$ cat config.mk
export PLATFORM = sky130hd
export DESIGN_NAME = core_controller
export DESIGN_NICKNAME = d
export VERILOG_FILES = /design/src/common/isa_pkg.sv /design/src/hw/core_controller.sv
export SDC_FILE = /design/constraint.sdc
export NUM_CORES = 1
export LEC_CHECK = 0
export ABC_AREA = 1
export ABC_CLOCK_PERIOD_IN_PS = 1000
export BUFFER_PORTS_ARGS = -buffer_cell sky130_fd_sc_hd__buf_2
export CAP_MARGIN = 20
export CORE_MARGIN = 2
export CORE_UTILIZATION = 38
export CTS_CLUSTER_DIAMETER = 60
export CTS_CLUSTER_SIZE = 28
export DETAILED_ROUTE_END_ITERATION = 7
export PLACE_DENSITY = 0.84
export RECOVER_POWER = 25
export REMOVE_ABC_BUFFERS = 1
export SLEW_MARGIN = 5
export SYNTH_ARGS = -nofsm -noshare
export SYNTH_HDL_FRONTEND = slang
export SYNTH_SLANG_ARGS = --single-unit
$ cat constraint.sdc
create_clock -name clock -period 1 [get_ports clock]
set_input_delay 0.15 -clock clock [delete_from_list [all_inputs] [get_ports clock]]
set_output_delay 0.15 -clock clock [all_outputs]
set_load 0.03 [all_outputs]
$ cat src/common/isa_pkg.sv
`default_nettype none

package isa_pkg;

	localparam int WORD_BITS = 32;
	localparam int REG_ADDR_BITS = 5;

	typedef logic [WORD_BITS-1:0] word_t;
	typedef logic [REG_ADDR_BITS-1:0] reg_addr_t;

	typedef enum logic [5:0] {
		TY_BASE = 6'b100000,
		MOVI    = 6'b100010,
		ADDI    = 6'b101000,
		XORI    = 6'b101011,
		ORI     = 6'b101100,
		LWI     = 6'b000010,
		SWI     = 6'b001010,
		TY_LS   = 6'b011100
	} opcode_t;

	typedef enum logic [4:0] {
		ADD   = 5'b00000,
		SUB   = 5'b00001,
		AND   = 5'b00010,
		XOR   = 5'b00011,
		OR    = 5'b00100,
		SLLI  = 5'b01000,
		SRLI  = 5'b01001,
		ROTRI = 5'b01011
	} base_subop_t;

	typedef enum logic [7:0] {
		LW = 8'b00000010,
		SW = 8'b00001010
	} ls_subop_t;

	typedef enum logic [2:0] {
		ALU_ADD,
		ALU_SUB,
		ALU_AND,
		ALU_OR,
		ALU_XOR,
		ALU_SRL,
		ALU_SLL,
		ALU_ROTR
	} alu_op_t;

	// second alu operand
	typedef enum logic [1:0] {
		OPND_REG,
		OPND_IMM,
		OPND_IMM_OFS,
		OPND_REG_SV
	} operand_sel_t;

	typedef enum logic [1:0] {
		EXT_IMM5_ZERO,
		EXT_IMM15_SIGN,
		EXT_IMM15_ZERO,
		EXT_IMM20_SIGN
	} extend_sel_t;

	typedef enum logic [1:0] {
		WB_ALU,
		WB_IMM,
		WB_MEM
	} wb_sel_t;

	typedef enum logic [2:0] {
		FETCH      = 3'd0,
		REG_FETCH  = 3'd1,
		EXECUTE    = 3'd2,
		MEMORY     = 3'd3,
		WRITE_BACK = 3'd4
	} cpu_state_t;

	// instruction fields
	function automatic opcode_t field_opcode(word_t w);
		return opcode_t'(w[30:25]);
	endfunction

	function automatic base_subop_t field_base_subop(word_t w);
		return base_subop_t'(w[4:0]);
	endfunction

	function automatic ls_subop_t field_ls_subop(word_t w);
		return ls_subop_t'(w[7:0]);
	endfunction

	function automatic reg_addr_t field_rt(word_t w);
		return w[24:20];
	endfunction

	function automatic reg_addr_t field_ra(word_t w);
		return w[19:15];
	endfunction

	function automatic reg_addr_t field_rb(word_t w);
		return w[14:10];
	endfunction

	function automatic logic [1:0] field_sv(word_t w);
		return w[9:8];
	endfunction

	function automatic logic [4:0] field_imm5(word_t w);
		return w[14:10];
	endfunction

	function automatic logic [14:0] field_imm15(word_t w);
		return w[14:0];
	endfunction

	function automatic logic [19:0] field_imm20(word_t w);
		return w[19:0];
	endfunction

endpackage

`default_nettype wire

$ cat src/hw/core_controller.sv
`timescale 1ns/1ps
`default_nettype none

module core_controller (
	input  logic                  clock,
	input  logic                  reset,
	input  isa_pkg::word_t        instr,
	output logic                  fetch_enable,
	output logic                  reg_fetch_enable,
	output logic                  execute_enable,
	output logic                  memory_enable,
	output logic                  write_back_enable,
	output isa_pkg::alu_op_t      alu_op,
	output isa_pkg::operand_sel_t operand_sel,
	output isa_pkg::extend_sel_t  extend_sel,
	output isa_pkg::wb_sel_t      wb_sel,
	output logic                  reg_write,
	output logic                  mem_read,
	output logic                  mem_write
);
	import isa_pkg::*;

	cpu_state_t  state;
	cpu_state_t  state_next;
	opcode_t     opcode;
	base_subop_t base_subop;
	ls_subop_t   ls_subop;

	assign opcode = field_opcode(instr);
	assign base_subop = field_base_subop(instr);
	assign ls_subop = field_ls_subop(instr);

	always_comb begin
		case (state)
			FETCH:     state_next = REG_FETCH;
			REG_FETCH: state_next = EXECUTE;
			EXECUTE:   state_next = MEMORY;
			MEMORY:    state_next = WRITE_BACK;
			default:   state_next = FETCH;
		endcase
	end

	// strobes are registered and trail the state by one cycle
	always_ff @(posedge clock or posedge reset) begin
		if (reset) begin
			state <= FETCH;
			fetch_enable <= 1'b0;
			reg_fetch_enable <= 1'b0;
			execute_enable <= 1'b0;
			memory_enable <= 1'b0;
			write_back_enable <= 1'b0;
		end else begin
			state <= state_next;
			fetch_enable <= (state == FETCH);
			reg_fetch_enable <= (state == REG_FETCH);
			execute_enable <= (state == EXECUTE);
			memory_enable <= (state == MEMORY);
			write_back_enable <= (state == WRITE_BACK);
		end
	end

	// unknown encodings fall through with every write control low
	always_comb begin
		alu_op = ALU_ADD;
		operand_sel = OPND_REG;
		extend_sel = EXT_IMM5_ZERO;
		wb_sel = WB_ALU;
		reg_write = 1'b0;
		mem_read = 1'b0;
		mem_write = 1'b0;
		case (opcode)
			TY_BASE: begin
				reg_write = 1'b1;
				case (base_subop)
					ADD:     alu_op = ALU_ADD;
					SUB:     alu_op = ALU_SUB;
					AND:     alu_op = ALU_AND;
					XOR:     alu_op = ALU_XOR;
					OR:      alu_op = ALU_OR;
					SLLI: begin
						alu_op = ALU_SLL;
						operand_sel = OPND_IMM;
					end
					SRLI: begin
						alu_op = ALU_SRL;
						operand_sel = OPND_IMM;
					end
					ROTRI: begin
						alu_op = ALU_ROTR;
						operand_sel = OPND_IMM;
					end
					default: reg_write = 1'b0;
				endcase
			end
			MOVI: begin
				extend_sel = EXT_IMM20_SIGN;
				wb_sel = WB_IMM;
				reg_write = 1'b1;
			end
			ADDI: begin
				operand_sel = OPND_IMM;
				extend_sel = EXT_IMM15_SIGN;
				reg_write = 1'b1;
			end
			XORI: begin
				alu_op = ALU_XOR;
				operand_sel = OPND_IMM;
				extend_sel = EXT_IMM15_ZERO;
				reg_write = 1'b1;
			end
			ORI: begin
				alu_op = ALU_OR;
				operand_sel = OPND_IMM;
				extend_sel = EXT_IMM15_ZERO;
				reg_write = 1'b1;
			end
			LWI: begin
				operand_sel = OPND_IMM_OFS;
				extend_sel = EXT_IMM15_ZERO;
				wb_sel = WB_MEM;
				mem_read = 1'b1;
				reg_write = 1'b1;
			end
			SWI: begin
				operand_sel = OPND_IMM_OFS;
				extend_sel = EXT_IMM15_ZERO;
				mem_write = 1'b1;
			end
			TY_LS: begin
				operand_sel = OPND_REG_SV;
				case (ls_subop)
					LW: begin
						wb_sel = WB_MEM;
						mem_read = 1'b1;
						reg_write = 1'b1;
					end
					SW:      mem_write = 1'b1;
					default: ;
				endcase
			end
			default: ;
		endcase
	end

endmodule

`default_nettype wire

==> metrics.md <==
| Metric | Value |
|---|---|
| Status | `complete, but fails checks` |
| Failing checks | `negative setup slack` |
| Top Family by Delay on Critical Path | `simple AND/OR/NAND/NOR gates` |
| Seq/Total Area, Yosys | `0.3162` |
| Clk_lat worst skew | `approximately 0.25 ns` |
| Initial antenna violation count | `0` |
| Iter 0 DRT Violations | `18` |
| Mux share of post-synthesis cell area | `0` |
| Comb power frac | `0.343` |
| Most common cell after layout, fill and taps aside | `nand2_1` |
| Worst Skew | `about 0.0032 ns` |
| Boundary Pins | `51` |
| Type of origin of the critical path | `input pin` |
| Synthesized-area fraction occupied by adder cells | `0` |
| GR Overflow Total | `0` |
| Xor and xnor area share after synthesis | `0` |
| Hold Crit Class | `input pin to asynchronous set/reset pin` |
| Combinational family with the most area after synthesis | `simple AND/OR/NAND/NOR gates` |
| Die area | `roughly 0.0020 mm²` |
| WL/cell | `roughly 14 µm` |
| Num rows | `14` |
| Worst path depth | `9` |
| Endpoints failing setup | `11` |
| Crit path max-delay cell type | `nor2_2` |
| Unrepaired setup endpoints after global routing | `yes` |
| Crit share post-route | `1.168` |
| Number of vias per cell | `roughly 5.2` |
| Share of layout cells above drive strength 1 | `0.5695` |
| First-pass GRT wire length | `3.153 mm` |
| Antenna-violating nets left | `0` |
| Largest net degree at the start of global routing | `9` |
| Clock root cell | `clkbuf_4` |
| #FFs+latches synth | `8` |
| Avg Inst Size Synth | `5.862 µm²` |
| Total of max-cap violations | `0` |
| Post-DP HPWL | `between 1 and 1.5 mm` |
| Die H | `around 45 µm` |
| Peak VDD IR | `between 500 and 600 µV` |
| Fin. Hold Viols | `0` |
| DR pass1 iterations | `4` |
| Yosys top cell by area | `dfrtp_1` |
| Clock Power Share | `0.285` |
| Area Growth Syn to Fin | `87.75%` |
| LEAKAGE | `0.6292 nW` |
| Total number of vias | `between 800 and 900` |
| Initial Util | `0.4107` |
| Maximum single-stage delay on the critical path | `0.17 ns` |
| CTS tree | `yes` |
| Layout Utilization | `0.7711` |
| Synth top area cells | `dfrtp_1 32%, nand2_1 20%, nor2_1 12%, inv_1 10%, nand3_1 7.9%` |
| CP Class | `input pin to primary output` |
| Warnings from Yosys | `0` |
| GPL Wtd Cong | `~0.86` |
| Arr. time, crit path | `approximately 1.0 ns` |
| Commonest non-fill, non-tap cells in the layout | `19 x nand2_1, 14 x nand2_2, 13 x buf_6, 11 x nor2_1, 11 x buf_2` |
| Share of the synthesized area in the top cell type | `0.3162` |
| Min cycle time layout | `roughly 1.2 ns` |
| Die width | `roughly 45 µm` |
| NetSw | `between 0.2 and 0.3 mW` |
| Count of input and output buffers | `32` |
| Vias in the first global route | `801` |
| Antenna Cells | `0` |
| Gate Count Post-Synth | `roughly 110` |
| Nets | `between 150 and 200` |
| Least-Margin Pin Slew | `about 0.3 ns` |
| Total power | `roughly 0.87 mW` |
| Slew headroom | `0.7964` |
| Synth Area in Simple Gates | `0.5119` |
| Setup WS pre-CTS | `-0.2286 ns` |
| CTS Sinks | `8` |
| Htree depth | `1` |
| Int Pwr | `between 0.5 and 0.6 mW` |
| TritonCTS buffer count | `3` |
| R2R depth | `3` |
| Worst-path cell chain | `buf_8 > inv_4 > nand2_4 > nor2_2 > nand2_1 > nand2_2 > nor2_1 > nand3_1 > buf_6` |
| Number of distinct library cells after synthesis | `16` |
| DP Area | `roughly 840 µm²` |
| Final wirelength | `roughly 2.3 mm` |
| CP endpoint kind | `primary output` |
| Core region area | `around 0.0015 mm²` |
| DRC Markers | `0` |
| Post-route cell area | `0.001189 mm²` |
| Clock Pin Slew Worst Setup and Hold Paths | `around 0.060 ns` |
| Mapped cell area | `~630 µm²` |
| Max Freq | `approximately 860 MHz` |
| Worst path buffer plus inverter count | `3` |
| Filler cell count | `102` |
| Synth Area in Compound Gates | `0.05929` |
| Fin. max-slew vios | `0` |
| WP data required | `between 0.8 and 0.9 ns` |
| PnR worst setup slack | `-0.1678 ns` |
| GRT Util Overall | `0.2171` |
| Clock buffer depth | `2` |
| Reg power frac | `0.371` |
| Switching Fraction | `0.3174` |
| Worst Path Max Fanout | `3` |
| Pwr Density | `between 700 and 800 mW/mm²` |
power groups by stage:
| stage | registers [mW] | logic (mW) | clock network (mW) |
|---|---|---|---|
| floorplan | 0.330 | 0.0973 | 0 |
| global placement | 0.330 | 0.164 | 0 |
| detailed placement | 0.330 | 0.171 | 0 |
| CTS | 0.324 | 0.264 | 0.247 |
| global route | 0.324 | 0.319 | 0.265 |
| finish | 0.324 | 0.300 | 0.249 |
per-layer routing:
layer,global-route usage,vias to the layer above,routed length [µm]
li1,-,421,-
met1,0.2214,382,776
met2,0.3971,47,1259
met3,0.03200,16,120
met4,0.1588,0,155
met5,0,-,0
per-stage QoR:
| stage | instances | setup TNS (ns) | hold WS, ns |
|---|---|---|---|
| after floorplan | 108 | -0.3419 | -0.03434 |
| after global placement | 159 | -1.717 | 0.08728 |
| after detailed placement | 159 | -2.037 | 0.1038 |
| after CTS | 166 | -0.6916 | 0.3883 |
| after global routing | 167 | -1.534 | 0.4279 |
| final | 167 | -1.015 | 0.3878 |
path summary, 6_finish.rpt:
kind                                                    to          startpoint  slack [ns]
max in group asynchronous               state[1]$_DFF_PP0_               reset        0.38
worst min-delay path            reg_fetch_enable$_DFF_PP0_               reset        0.39
worst min register to register          state[2]$_DFF_PP0_  state[2]$_DFF_PP0_        0.50
worst max register to register          state[1]$_DFF_PP0_  state[2]$_DFF_PP0_        0.18
min in group clock                      state[2]$_DFF_PP0_  state[2]$_DFF_PP0_        0.50
worst max-delay path                             reg_write           instr[29]       -0.17
kinds of logic after synthesis:
kind of cell,count (synthesis)
buffers and inverters,19
and+or+nand+nor,75
AOI/OAI and AO/OA,6
DFF,8
synthesized netlist by cell type:
master,instances
a21oi_2,1
dfrtp_1,8
inv_1,17
inv_2,2
nand2_1,33
nand2_2,1
nand3_1,10
nand4_1,3
nor2_1,21
nor2_2,4
nor2_4,1
nor3_1,2
o211ai_1,1
o21ai_0,2
o21ai_1,1
o22ai_1,1
worst reg2reg max path: cells and delay by family (launching register included):
kind	cells	cell delay [ns]
buf+inv	1	0.10
flops	1	0.41
compound gates	1	0.16
simple gates	1	0.07
state kept, by name, indices dropped and copies added (netlist names):
name / count
execute_enable: 1
fetch_enable: 1
memory_enable: 1
reg_fetch_enable: 1
state: 3
write_back_enable: 1
layout make-up:
class                      instances  area [µm²]  share of cell area
clock buffer                       3       22.52             0.01895
multi-input combinational         81       485.5              0.4084
sequential                         8       200.2              0.1684
inverter                          19       83.83             0.07053
tap                               16       20.02             0.01684
timing repair buffer              40       376.6              0.3168
repair_timing:
item,4_1_cts,5_1_grt
endpoints found under the setup margin,11,12
pin swaps,29,20
endpoints found under the hold margin,8,0
hold buffers,1,0
gates cloned,0,0
buffers inserted,3,1
gates resized for setup,74,25
No activity file was read; power rests on OpenSTA's default activity.
