<file path="config.mk">
export PLATFORM = sky130hd
export DESIGN_NAME = core_datapath
export DESIGN_NICKNAME = d
export VERILOG_FILES = /design/src/common/isa_pkg.sv /design/src/hw/alu.sv /design/src/hw/core_datapath.sv /design/src/hw/reg_file.sv
export SDC_FILE = /design/constraint.sdc
export NUM_CORES = 2
export LEC_CHECK = 0
export BUFFER_PORTS_ARGS = -buffer_cell sky130_fd_sc_hd__buf_2
export CORE_AREA = 2 2 444 446
export CTS_CLUSTER_SIZE = 10
export DETAILED_ROUTE_END_ITERATION = 8
export DIE_AREA = 0 0 446 448
export GPL_ROUTABILITY_DRIVEN = 0
export PLACE_DENSITY_LB_ADDON = 0.2
export SLEW_MARGIN = 15
export SYNTH_ARGS = -nofsm -noshare
export SYNTH_HDL_FRONTEND = slang
export SYNTH_SLANG_ARGS = --single-unit
</file>
<file path="constraint.sdc">
create_clock -name clock -period 79.3 [get_ports clock]
set_input_delay 7.93 -clock clock [delete_from_list [all_inputs] [get_ports clock]]
set_output_delay 7.93 -clock clock [all_outputs]
set_load 0.005 [all_outputs]
</file>
<file path="src/common/isa_pkg.sv">
`default_nettype none

package isa_pkg;

	localparam int WORD_BITS = 32;
	localparam int REG_ADDR_BITS = 5;

	typedef logic [WORD_BITS-1:0] word_t;
	typedef logic [REG_ADDR_BITS-1:0] reg_addr_t;

	typedef enum logic [5:0] {
		TY_BASE = 6'b100000,
		MOVI    = 6'b100010,
		ADDI    = 6'b101000,
		XORI    = 6'b101011,
		ORI     = 6'b101100,
		LWI     = 6'b000010,
		SWI     = 6'b001010,
		TY_LS   = 6'b011100
	} opcode_t;

	typedef enum logic [4:0] {
		ADD   = 5'b00000,
		SUB   = 5'b00001,
		AND   = 5'b00010,
		XOR   = 5'b00011,
		OR    = 5'b00100,
		SLLI  = 5'b01000,
		SRLI  = 5'b01001,
		ROTRI = 5'b01011
	} base_subop_t;

	typedef enum logic [7:0] {
		LW = 8'b00000010,
		SW = 8'b00001010
	} ls_subop_t;

	typedef enum logic [2:0] {
		ALU_ADD,
		ALU_SUB,
		ALU_AND,
		ALU_OR,
		ALU_XOR,
		ALU_SRL,
		ALU_SLL,
		ALU_ROTR
	} alu_op_t;

	// second alu operand
	typedef enum logic [1:0] {
		OPND_REG,
		OPND_IMM,
		OPND_IMM_OFS,
		OPND_REG_SV
	} operand_sel_t;

	typedef enum logic [1:0] {
		EXT_IMM5_ZERO,
		EXT_IMM15_SIGN,
		EXT_IMM15_ZERO,
		EXT_IMM20_SIGN
	} extend_sel_t;

	typedef enum logic [1:0] {
		WB_ALU,
		WB_IMM,
		WB_MEM
	} wb_sel_t;

	typedef enum logic [2:0] {
		FETCH      = 3'd0,
		REG_FETCH  = 3'd1,
		EXECUTE    = 3'd2,
		MEMORY     = 3'd3,
		WRITE_BACK = 3'd4
	} cpu_state_t;

	// instruction fields
	function automatic opcode_t field_opcode(word_t w);
		return opcode_t'(w[30:25]);
	endfunction

	function automatic base_subop_t field_base_subop(word_t w);
		return base_subop_t'(w[4:0]);
	endfunction

	function automatic ls_subop_t field_ls_subop(word_t w);
		return ls_subop_t'(w[7:0]);
	endfunction

	function automatic reg_addr_t field_rt(word_t w);
		return w[24:20];
	endfunction

	function automatic reg_addr_t field_ra(word_t w);
		return w[19:15];
	endfunction

	function automatic reg_addr_t field_rb(word_t w);
		return w[14:10];
	endfunction

	function automatic logic [1:0] field_sv(word_t w);
		return w[9:8];
	endfunction

	function automatic logic [4:0] field_imm5(word_t w);
		return w[14:10];
	endfunction

	function automatic logic [14:0] field_imm15(word_t w);
		return w[14:0];
	endfunction

	function automatic logic [19:0] field_imm20(word_t w);
		return w[19:0];
	endfunction

endpackage

`default_nettype wire

</file>
<file path="src/hw/alu.sv">
`timescale 1ns/1ps
`default_nettype none

module alu (
	input  isa_pkg::alu_op_t op,
	input  isa_pkg::word_t   a,
	input  isa_pkg::word_t   b,
	output isa_pkg::word_t   result
);
	import isa_pkg::*;

	logic [4:0]             shamt;
	logic [2*WORD_BITS-1:0] rot_wide;

	assign shamt = b[4:0];

	// low half of the doubled word is the right rotation
	assign rot_wide = {a, a} >> shamt;

	always_comb begin
		case (op)
			ALU_ADD:  result = a + b;
			ALU_SUB:  result = a - b;
			ALU_AND:  result = a & b;
			ALU_OR:   result = a | b;
			ALU_XOR:  result = a ^ b;
			ALU_SRL:  result = a >> shamt;
			ALU_SLL:  result = a << shamt;
			ALU_ROTR: result = rot_wide[WORD_BITS-1:0];
			default:  result = a + b;
		endcase
	end

endmodule

`default_nettype wire

</file>
<file path="src/hw/core_datapath.sv">
`timescale 1ns/1ps
`default_nettype none

module core_datapath #(
	parameter int MEM_ADDR_BITS = 8
) (
	input  logic                     clock,
	input  logic                     reset,
	input  logic                     fetch_enable,
	input  logic                     reg_fetch_enable,
	input  logic                     execute_enable,
	input  logic                     memory_enable,
	input  logic                     write_back_enable,
	input  isa_pkg::alu_op_t         alu_op,
	input  isa_pkg::operand_sel_t    operand_sel,
	input  isa_pkg::extend_sel_t     extend_sel,
	input  isa_pkg::wb_sel_t         wb_sel,
	input  logic                     reg_write,
	input  logic                     mem_read,
	input  logic                     mem_write,
	input  isa_pkg::word_t           imem_data,
	input  isa_pkg::word_t           dmem_read_data,
	output isa_pkg::word_t           instr,
	output logic [MEM_ADDR_BITS-1:0] imem_addr,
	output logic                     imem_read,
	output logic [MEM_ADDR_BITS-1:0] dmem_addr,
	output logic                     dmem_read,
	output logic                     dmem_write,
	output isa_pkg::word_t           dmem_write_data,
	output logic                     retire,
	output isa_pkg::reg_addr_t       retire_reg,
	output isa_pkg::word_t           retire_data,
	output logic                     store,
	output isa_pkg::word_t           store_addr,
	output isa_pkg::word_t           store_data
);
	import isa_pkg::*;

	word_t     pc;
	word_t     operand_a;
	word_t     operand_b;
	word_t     alu_result;
	word_t     store_value;
	word_t     ext_imm;
	word_t     alu_b;
	word_t     alu_out;
	word_t     wb_data;
	word_t     read_data_a;
	word_t     read_data_b;
	reg_addr_t read_addr_b;
	logic      rf_write;

	always_ff @(posedge clock or posedge reset) begin
		if (reset) begin
			pc <= '0;
			instr <= '0;
		end else begin
			if (fetch_enable) pc <= pc + 32'd4;
			if (reg_fetch_enable) instr <= imem_data;
		end
	end

	// port b reads rb from the fetched word, then rt for store data
	assign read_addr_b = reg_fetch_enable ? field_rb(imem_data) : field_rt(instr);

	always_ff @(posedge clock) begin
		if (reg_fetch_enable) begin
			operand_a <= read_data_a;
			operand_b <= read_data_b;
		end
		if (execute_enable) begin
			alu_result <= alu_out;
			store_value <= read_data_b;
		end
	end

	always_comb begin
		case (extend_sel)
			EXT_IMM5_ZERO:  ext_imm = {27'd0, field_imm5(instr)};
			EXT_IMM15_SIGN: ext_imm = {{17{instr[14]}}, field_imm15(instr)};
			EXT_IMM15_ZERO: ext_imm = {17'd0, field_imm15(instr)};
			default:        ext_imm = {{12{instr[19]}}, field_imm20(instr)};
		endcase
		case (operand_sel)
			OPND_REG:     alu_b = operand_b;
			OPND_IMM:     alu_b = ext_imm;
			OPND_IMM_OFS: alu_b = ext_imm << 2;
			default:      alu_b = operand_b << field_sv(instr);
		endcase
		case (wb_sel)
			WB_IMM:  wb_data = ext_imm;
			WB_MEM:  wb_data = dmem_read_data;
			default: wb_data = alu_result;
		endcase
	end

	reg_file reg_file_i (
		.clock       (clock),
		.reset       (reset),
		.read_addr_a (field_ra(imem_data)),
		.read_addr_b (read_addr_b),
		.read_data_a (read_data_a),
		.read_data_b (read_data_b),
		.write       (rf_write),
		.write_addr  (field_rt(instr)),
		.write_data  (wb_data)
	);

	alu alu_i (
		.op     (alu_op),
		.a      (operand_a),
		.b      (alu_b),
		.result (alu_out)
	);

	assign imem_addr = pc[MEM_ADDR_BITS+1:2];
	assign imem_read = fetch_enable;
	assign dmem_addr = alu_result[MEM_ADDR_BITS+1:2];
	assign dmem_read = memory_enable & mem_read;
	assign dmem_write = memory_enable & mem_write;
	assign dmem_write_data = store_value;

	assign rf_write = write_back_enable & reg_write;
	assign retire = rf_write;
	assign retire_reg = field_rt(instr);
	assign retire_data = wb_data;
	assign store = dmem_write;
	assign store_addr = alu_result;
	assign store_data = store_value;

endmodule

`default_nettype wire

</file>
<file path="src/hw/reg_file.sv">
`timescale 1ns/1ps
`default_nettype none

module reg_file (
	input  logic               clock,
	input  logic               reset,
	input  isa_pkg::reg_addr_t read_addr_a,
	input  isa_pkg::reg_addr_t read_addr_b,
	output isa_pkg::word_t     read_data_a,
	output isa_pkg::word_t     read_data_b,
	input  logic               write,
	input  isa_pkg::reg_addr_t write_addr,
	input  isa_pkg::word_t     write_data
);
	import isa_pkg::*;

	word_t regs [0:(1 << REG_ADDR_BITS)-1];

	always_ff @(posedge clock or posedge reset) begin
		if (reset) begin
			for (int i = 0; i < (1 << REG_ADDR_BITS); i++) begin
				regs[i] <= '0;
			end
		end else if (write) begin
			regs[write_addr] <= write_data;
		end
	end

	assign read_data_a = regs[read_addr_a];
	assign read_data_b = regs[read_addr_b];

endmodule

`default_nettype wire

</file>
==> out/metrics.csv <==
stage,metric,value,unit
status,status,"complete, no violations",
cts,Resize count post-CTS,0,
logic_synthesis,"Top FF cell, synth",dfrtp_1,
logic_synthesis,Post-synth ARST share,89.26,%
setup_path,reg-to-reg startpoint,instr[9],
setup_path,worst-path cell chain,"buf_2, inv_1, ha_2, buf_4, inv_1, o21ai_4, inv_1, buf_2",
grt,pin count of the biggest net entering global routing,165,
cts,clk_lat worst skew,0.82,ns
run,max-cap check violation count,0,
hold_path,Hold Path Class,reg2reg,
setup_path,R2R depth,21,
floorplan,initial core utilization,34.89,%
setup_path,register-to-register setup slack,71.77,ns
power_and_ir_drop,cell area power density,25.66,mW/mm²
setup_path,crit path DAT,10.98,ns
cells_and_area,fin cells,9064,
sta,RSZ-0062 raised after global routing,no,
cts,TritonCTS Buffers,143,
logic_synthesis,Synthesized Nets,6704,
setup_path,CP max stage cell,o21ai_4,
routing,DR iter-0 viols,6432,
floorplan,Die ar.,0.1998,mm²
cts,"Reg clk slew, reported paths",0.06,ns
setup_path,"CP delay by family, top",buffers and inverters,
routing,vias per cell,6.055,
setup_path,critical path endpoint category,output port,
logic_synthesis,"area leader, netlist",dfrtp_1,
sta,period utilisation layout,23.85,%
setup_path,CP Class,in2out,
routing,wire length per cell,29.69,µm
sta,Layout Skew,0.03852,ns
hold_path,worst hold stages,1,
cells_and_area,Syn-to-layout area delta,11.36,%
cts,CTS Hold Bufs,0,
sta,Slew headroom,11.51,%
logic_synthesis,Yosys Warn Count,0,
floorplan,Die Span X,446,µm
cts,number of H-tree levels,4,
cells_and_area,multi-input combinational cell area,0.03479,mm²
cells_and_area,Reg area,0.03047,mm²
setup_path,FF-to-FF End,store_addr[29],
grt,GRT Total Usage,26.73,%
logic_synthesis,post-synth top area share,39.21,%
grt,first-pass GRT wire length,388300,µm
floorplan,# IOs,269,
logic_synthesis,cells after synthesis,6521,
setup_path,worst setup path endpoint,retire_data[20],
sta,Slew @ Worst Pin,1.313,ns
routing,Pre-Repair DR Iteration Count,8,
sta,Setup TNS,0,ns
floorplan,core area,0.1946,mm²
sta,Final Max Slew Viols,0,
placed_design,port bufs,268,
setup_path,CP max stage delay,0.79,ns
logic_synthesis,Mapped Area,0.06790,mm²
routing,routed wire length,269100,µm
logic_synthesis,Unique masters post-synth,97,
cts,CTS tree,yes,
logic_synthesis,"count leader, synth",nand2_1,
placed_design,placed cells,8836,
grt,gr ovfl total,0,
cells_and_area,fraction of layout cells with a size suffix above 1,21.14,%
sta,fmax,52.88,MHz
power_and_ir_drop,Worst VDD drop,0.00002109,V
sta,Final setup violation count,0,
logic_synthesis,Avg Inst Size Synth,10.41,µm²
power_and_ir_drop,leak pwr,31.92,nW
routing,# DRC,0,
setup_path,"Req. time, crit path",71.37,ns
logic_synthesis,post-synthesis sequential area ratio,44.88,%
sta,final hold violations,0,
floorplan,row count,162,
setup_path,crit path buf inv count,6,
logic_synthesis,"EDFF count, synth",128,
routing,remaining antenna violation count,0,
cells_and_area,Nets,6622,
grt,vias in the first global route,53090,
setup_path,origin of the worst setup path,wb_sel[0],
setup_path,worst-path maximum fanout,40,
cts,CTS sink cnt,1192,
setup_path,Worst setup SP type,input pin,
placed_design,Detailed Place HPWL,168700,µm
setup_path,Stages on worst setup path,8,
setup_path,cell mode on critical path,inv_1,
routing,via count,54880,
cts,Post-CTS Repair Setup Buffers,0,
floorplan,Die Height,448,µm
cells_and_area,fillers,18920,
logic_synthesis,Synth area leaders,"dfrtp_1 39%, mux4_2 20%, o21ai_0 8.7%, nand2_1 8.1%, edfxtp_1 5.7%",
cts,CTS max path bufs,3,
logic_synthesis,"top cells by count, synth","1,473 x nand2_1, 1,182 x o21ai_0, 1,064 x dfrtp_1, 591 x mux4_2, 480 x clkbuf_1",
logic_synthesis,synthesized flop and latch total,1192,
sta,min Tclk post-route,18.91,ns
grt,initial antenna violation count,15,
cts,CTS root buffer,clkbuf_16,
==> logic make-up (layout without fill, tap and decap cells) <==
group / after synthesis / in the layout / share of synthesized area, %
compound gates: 1700 / 1700 / 14.07
xor+xnor: 61 / 61 / 0.8071
fa+ha+maj: 100 / 100 / 1.854
buf+inv: 762 / 759 / 4.618
flops: 1192 / 1192 / 44.88
mux: 732 / 732 / 21.85
other cells: 0 / 4 / 0
simple gates: 1974 / 1974 / 11.93
==> layout make-up <==
class                           instances  share of cell area (%)
Multi-Input combinational cell       4567                   46.01
Clock buffer                          206                   5.180
Timing Repair Buffer                  420                   3.432
Tap cell                             2542                   4.207
Inverter                              115                  0.5809
Antenna cell                            4                 0.01324
Clock inverter                         18                  0.2731
Sequential cell                      1192                   40.30
==> layer usage <==
| metal | vias to the layer above | track usage [%] | wire length [µm] | part of all wire, % |
|---|---|---|---|---|
| met5 | - | 0 | 51 | 0.019 |
| met4 | 8 | 11.63 | 12810 | 4.8 |
| met3 | 561 | 5.861 | 23550 | 8.7 |
| met2 | 2845 | 41.33 | 122800 | 46 |
| met1 | 28020 | 36.20 | 109900 | 41 |
| li1 | 23450 | - | - | - |
==> flip-flops by register name, summed over array words and instances, names as in the netlist <==
name             count
reg_file_i.regs   1024
operand_a           32
dmem_write_data     32
store_addr          32
instr               32
operand_b           32
pc                   8
==> where the power goes <==
part           leakage [nW]  switching [mW]  internal (mW)
clock                  1.99           0.267          0.341
sequential             15.6           0.102          0.731
combinational          14.3           0.282          0.217
total                  31.9           0.652           1.29
==> placed cells by master, fill, tap and decap left out, types with 45 or more instances in the layout <==
cell	synthesis	final
buf_2	49	262
inv_1	107	106
ha_1	99	98
mux4_2	591	591
mux2i_1	58	55
clkbuf_16	0	144
edfxtp_1	128	128
nand2_1	1473	1441
nor3_1	66	65
nor2_1	126	126
clkbuf_1	480	54
xnor2_1	45	45
o21ai_0	1182	1166
mux2_2	77	77
buf_4	51	148
dfrtp_1	1064	1063
nand3_1	208	208
a21oi_1	171	151
==> per-stage QoR <==
stage	instance area [µm²]	util (%)	worst slack, ns	hold WS [ns]	power (mW)
2_1_floorplan	67900	-	41.42	0.4609	1.151
3_3_place_gp	71460	36.72	60.10	0.4645	1.320
3_5_place_dp	71460	36.72	60.10	0.4661	1.332
4_1_cts	75580	38.84	60.09	0.4734	1.942
5_1_grt	75600	38.85	60.25	0.4936	2.031
6_report	75610	38.86	60.39	0.4765	1.940
==> worst min-delay path by stage <==
stage	startpoint	slack [ns]	end
after floorplan	reg_file_i.regs[544]	0.46	reg_file_i.regs[544]
after detailed placement	pc[9]	0.47	pc[9]
after CTS	pc[9]	0.47	pc[9]
after global placement	pc[9]	0.46	pc[9]
final	pc[9]	0.48	pc[9]
after global routing	pc[9]	0.49	pc[9]
(Power assumes the default switching activity.)
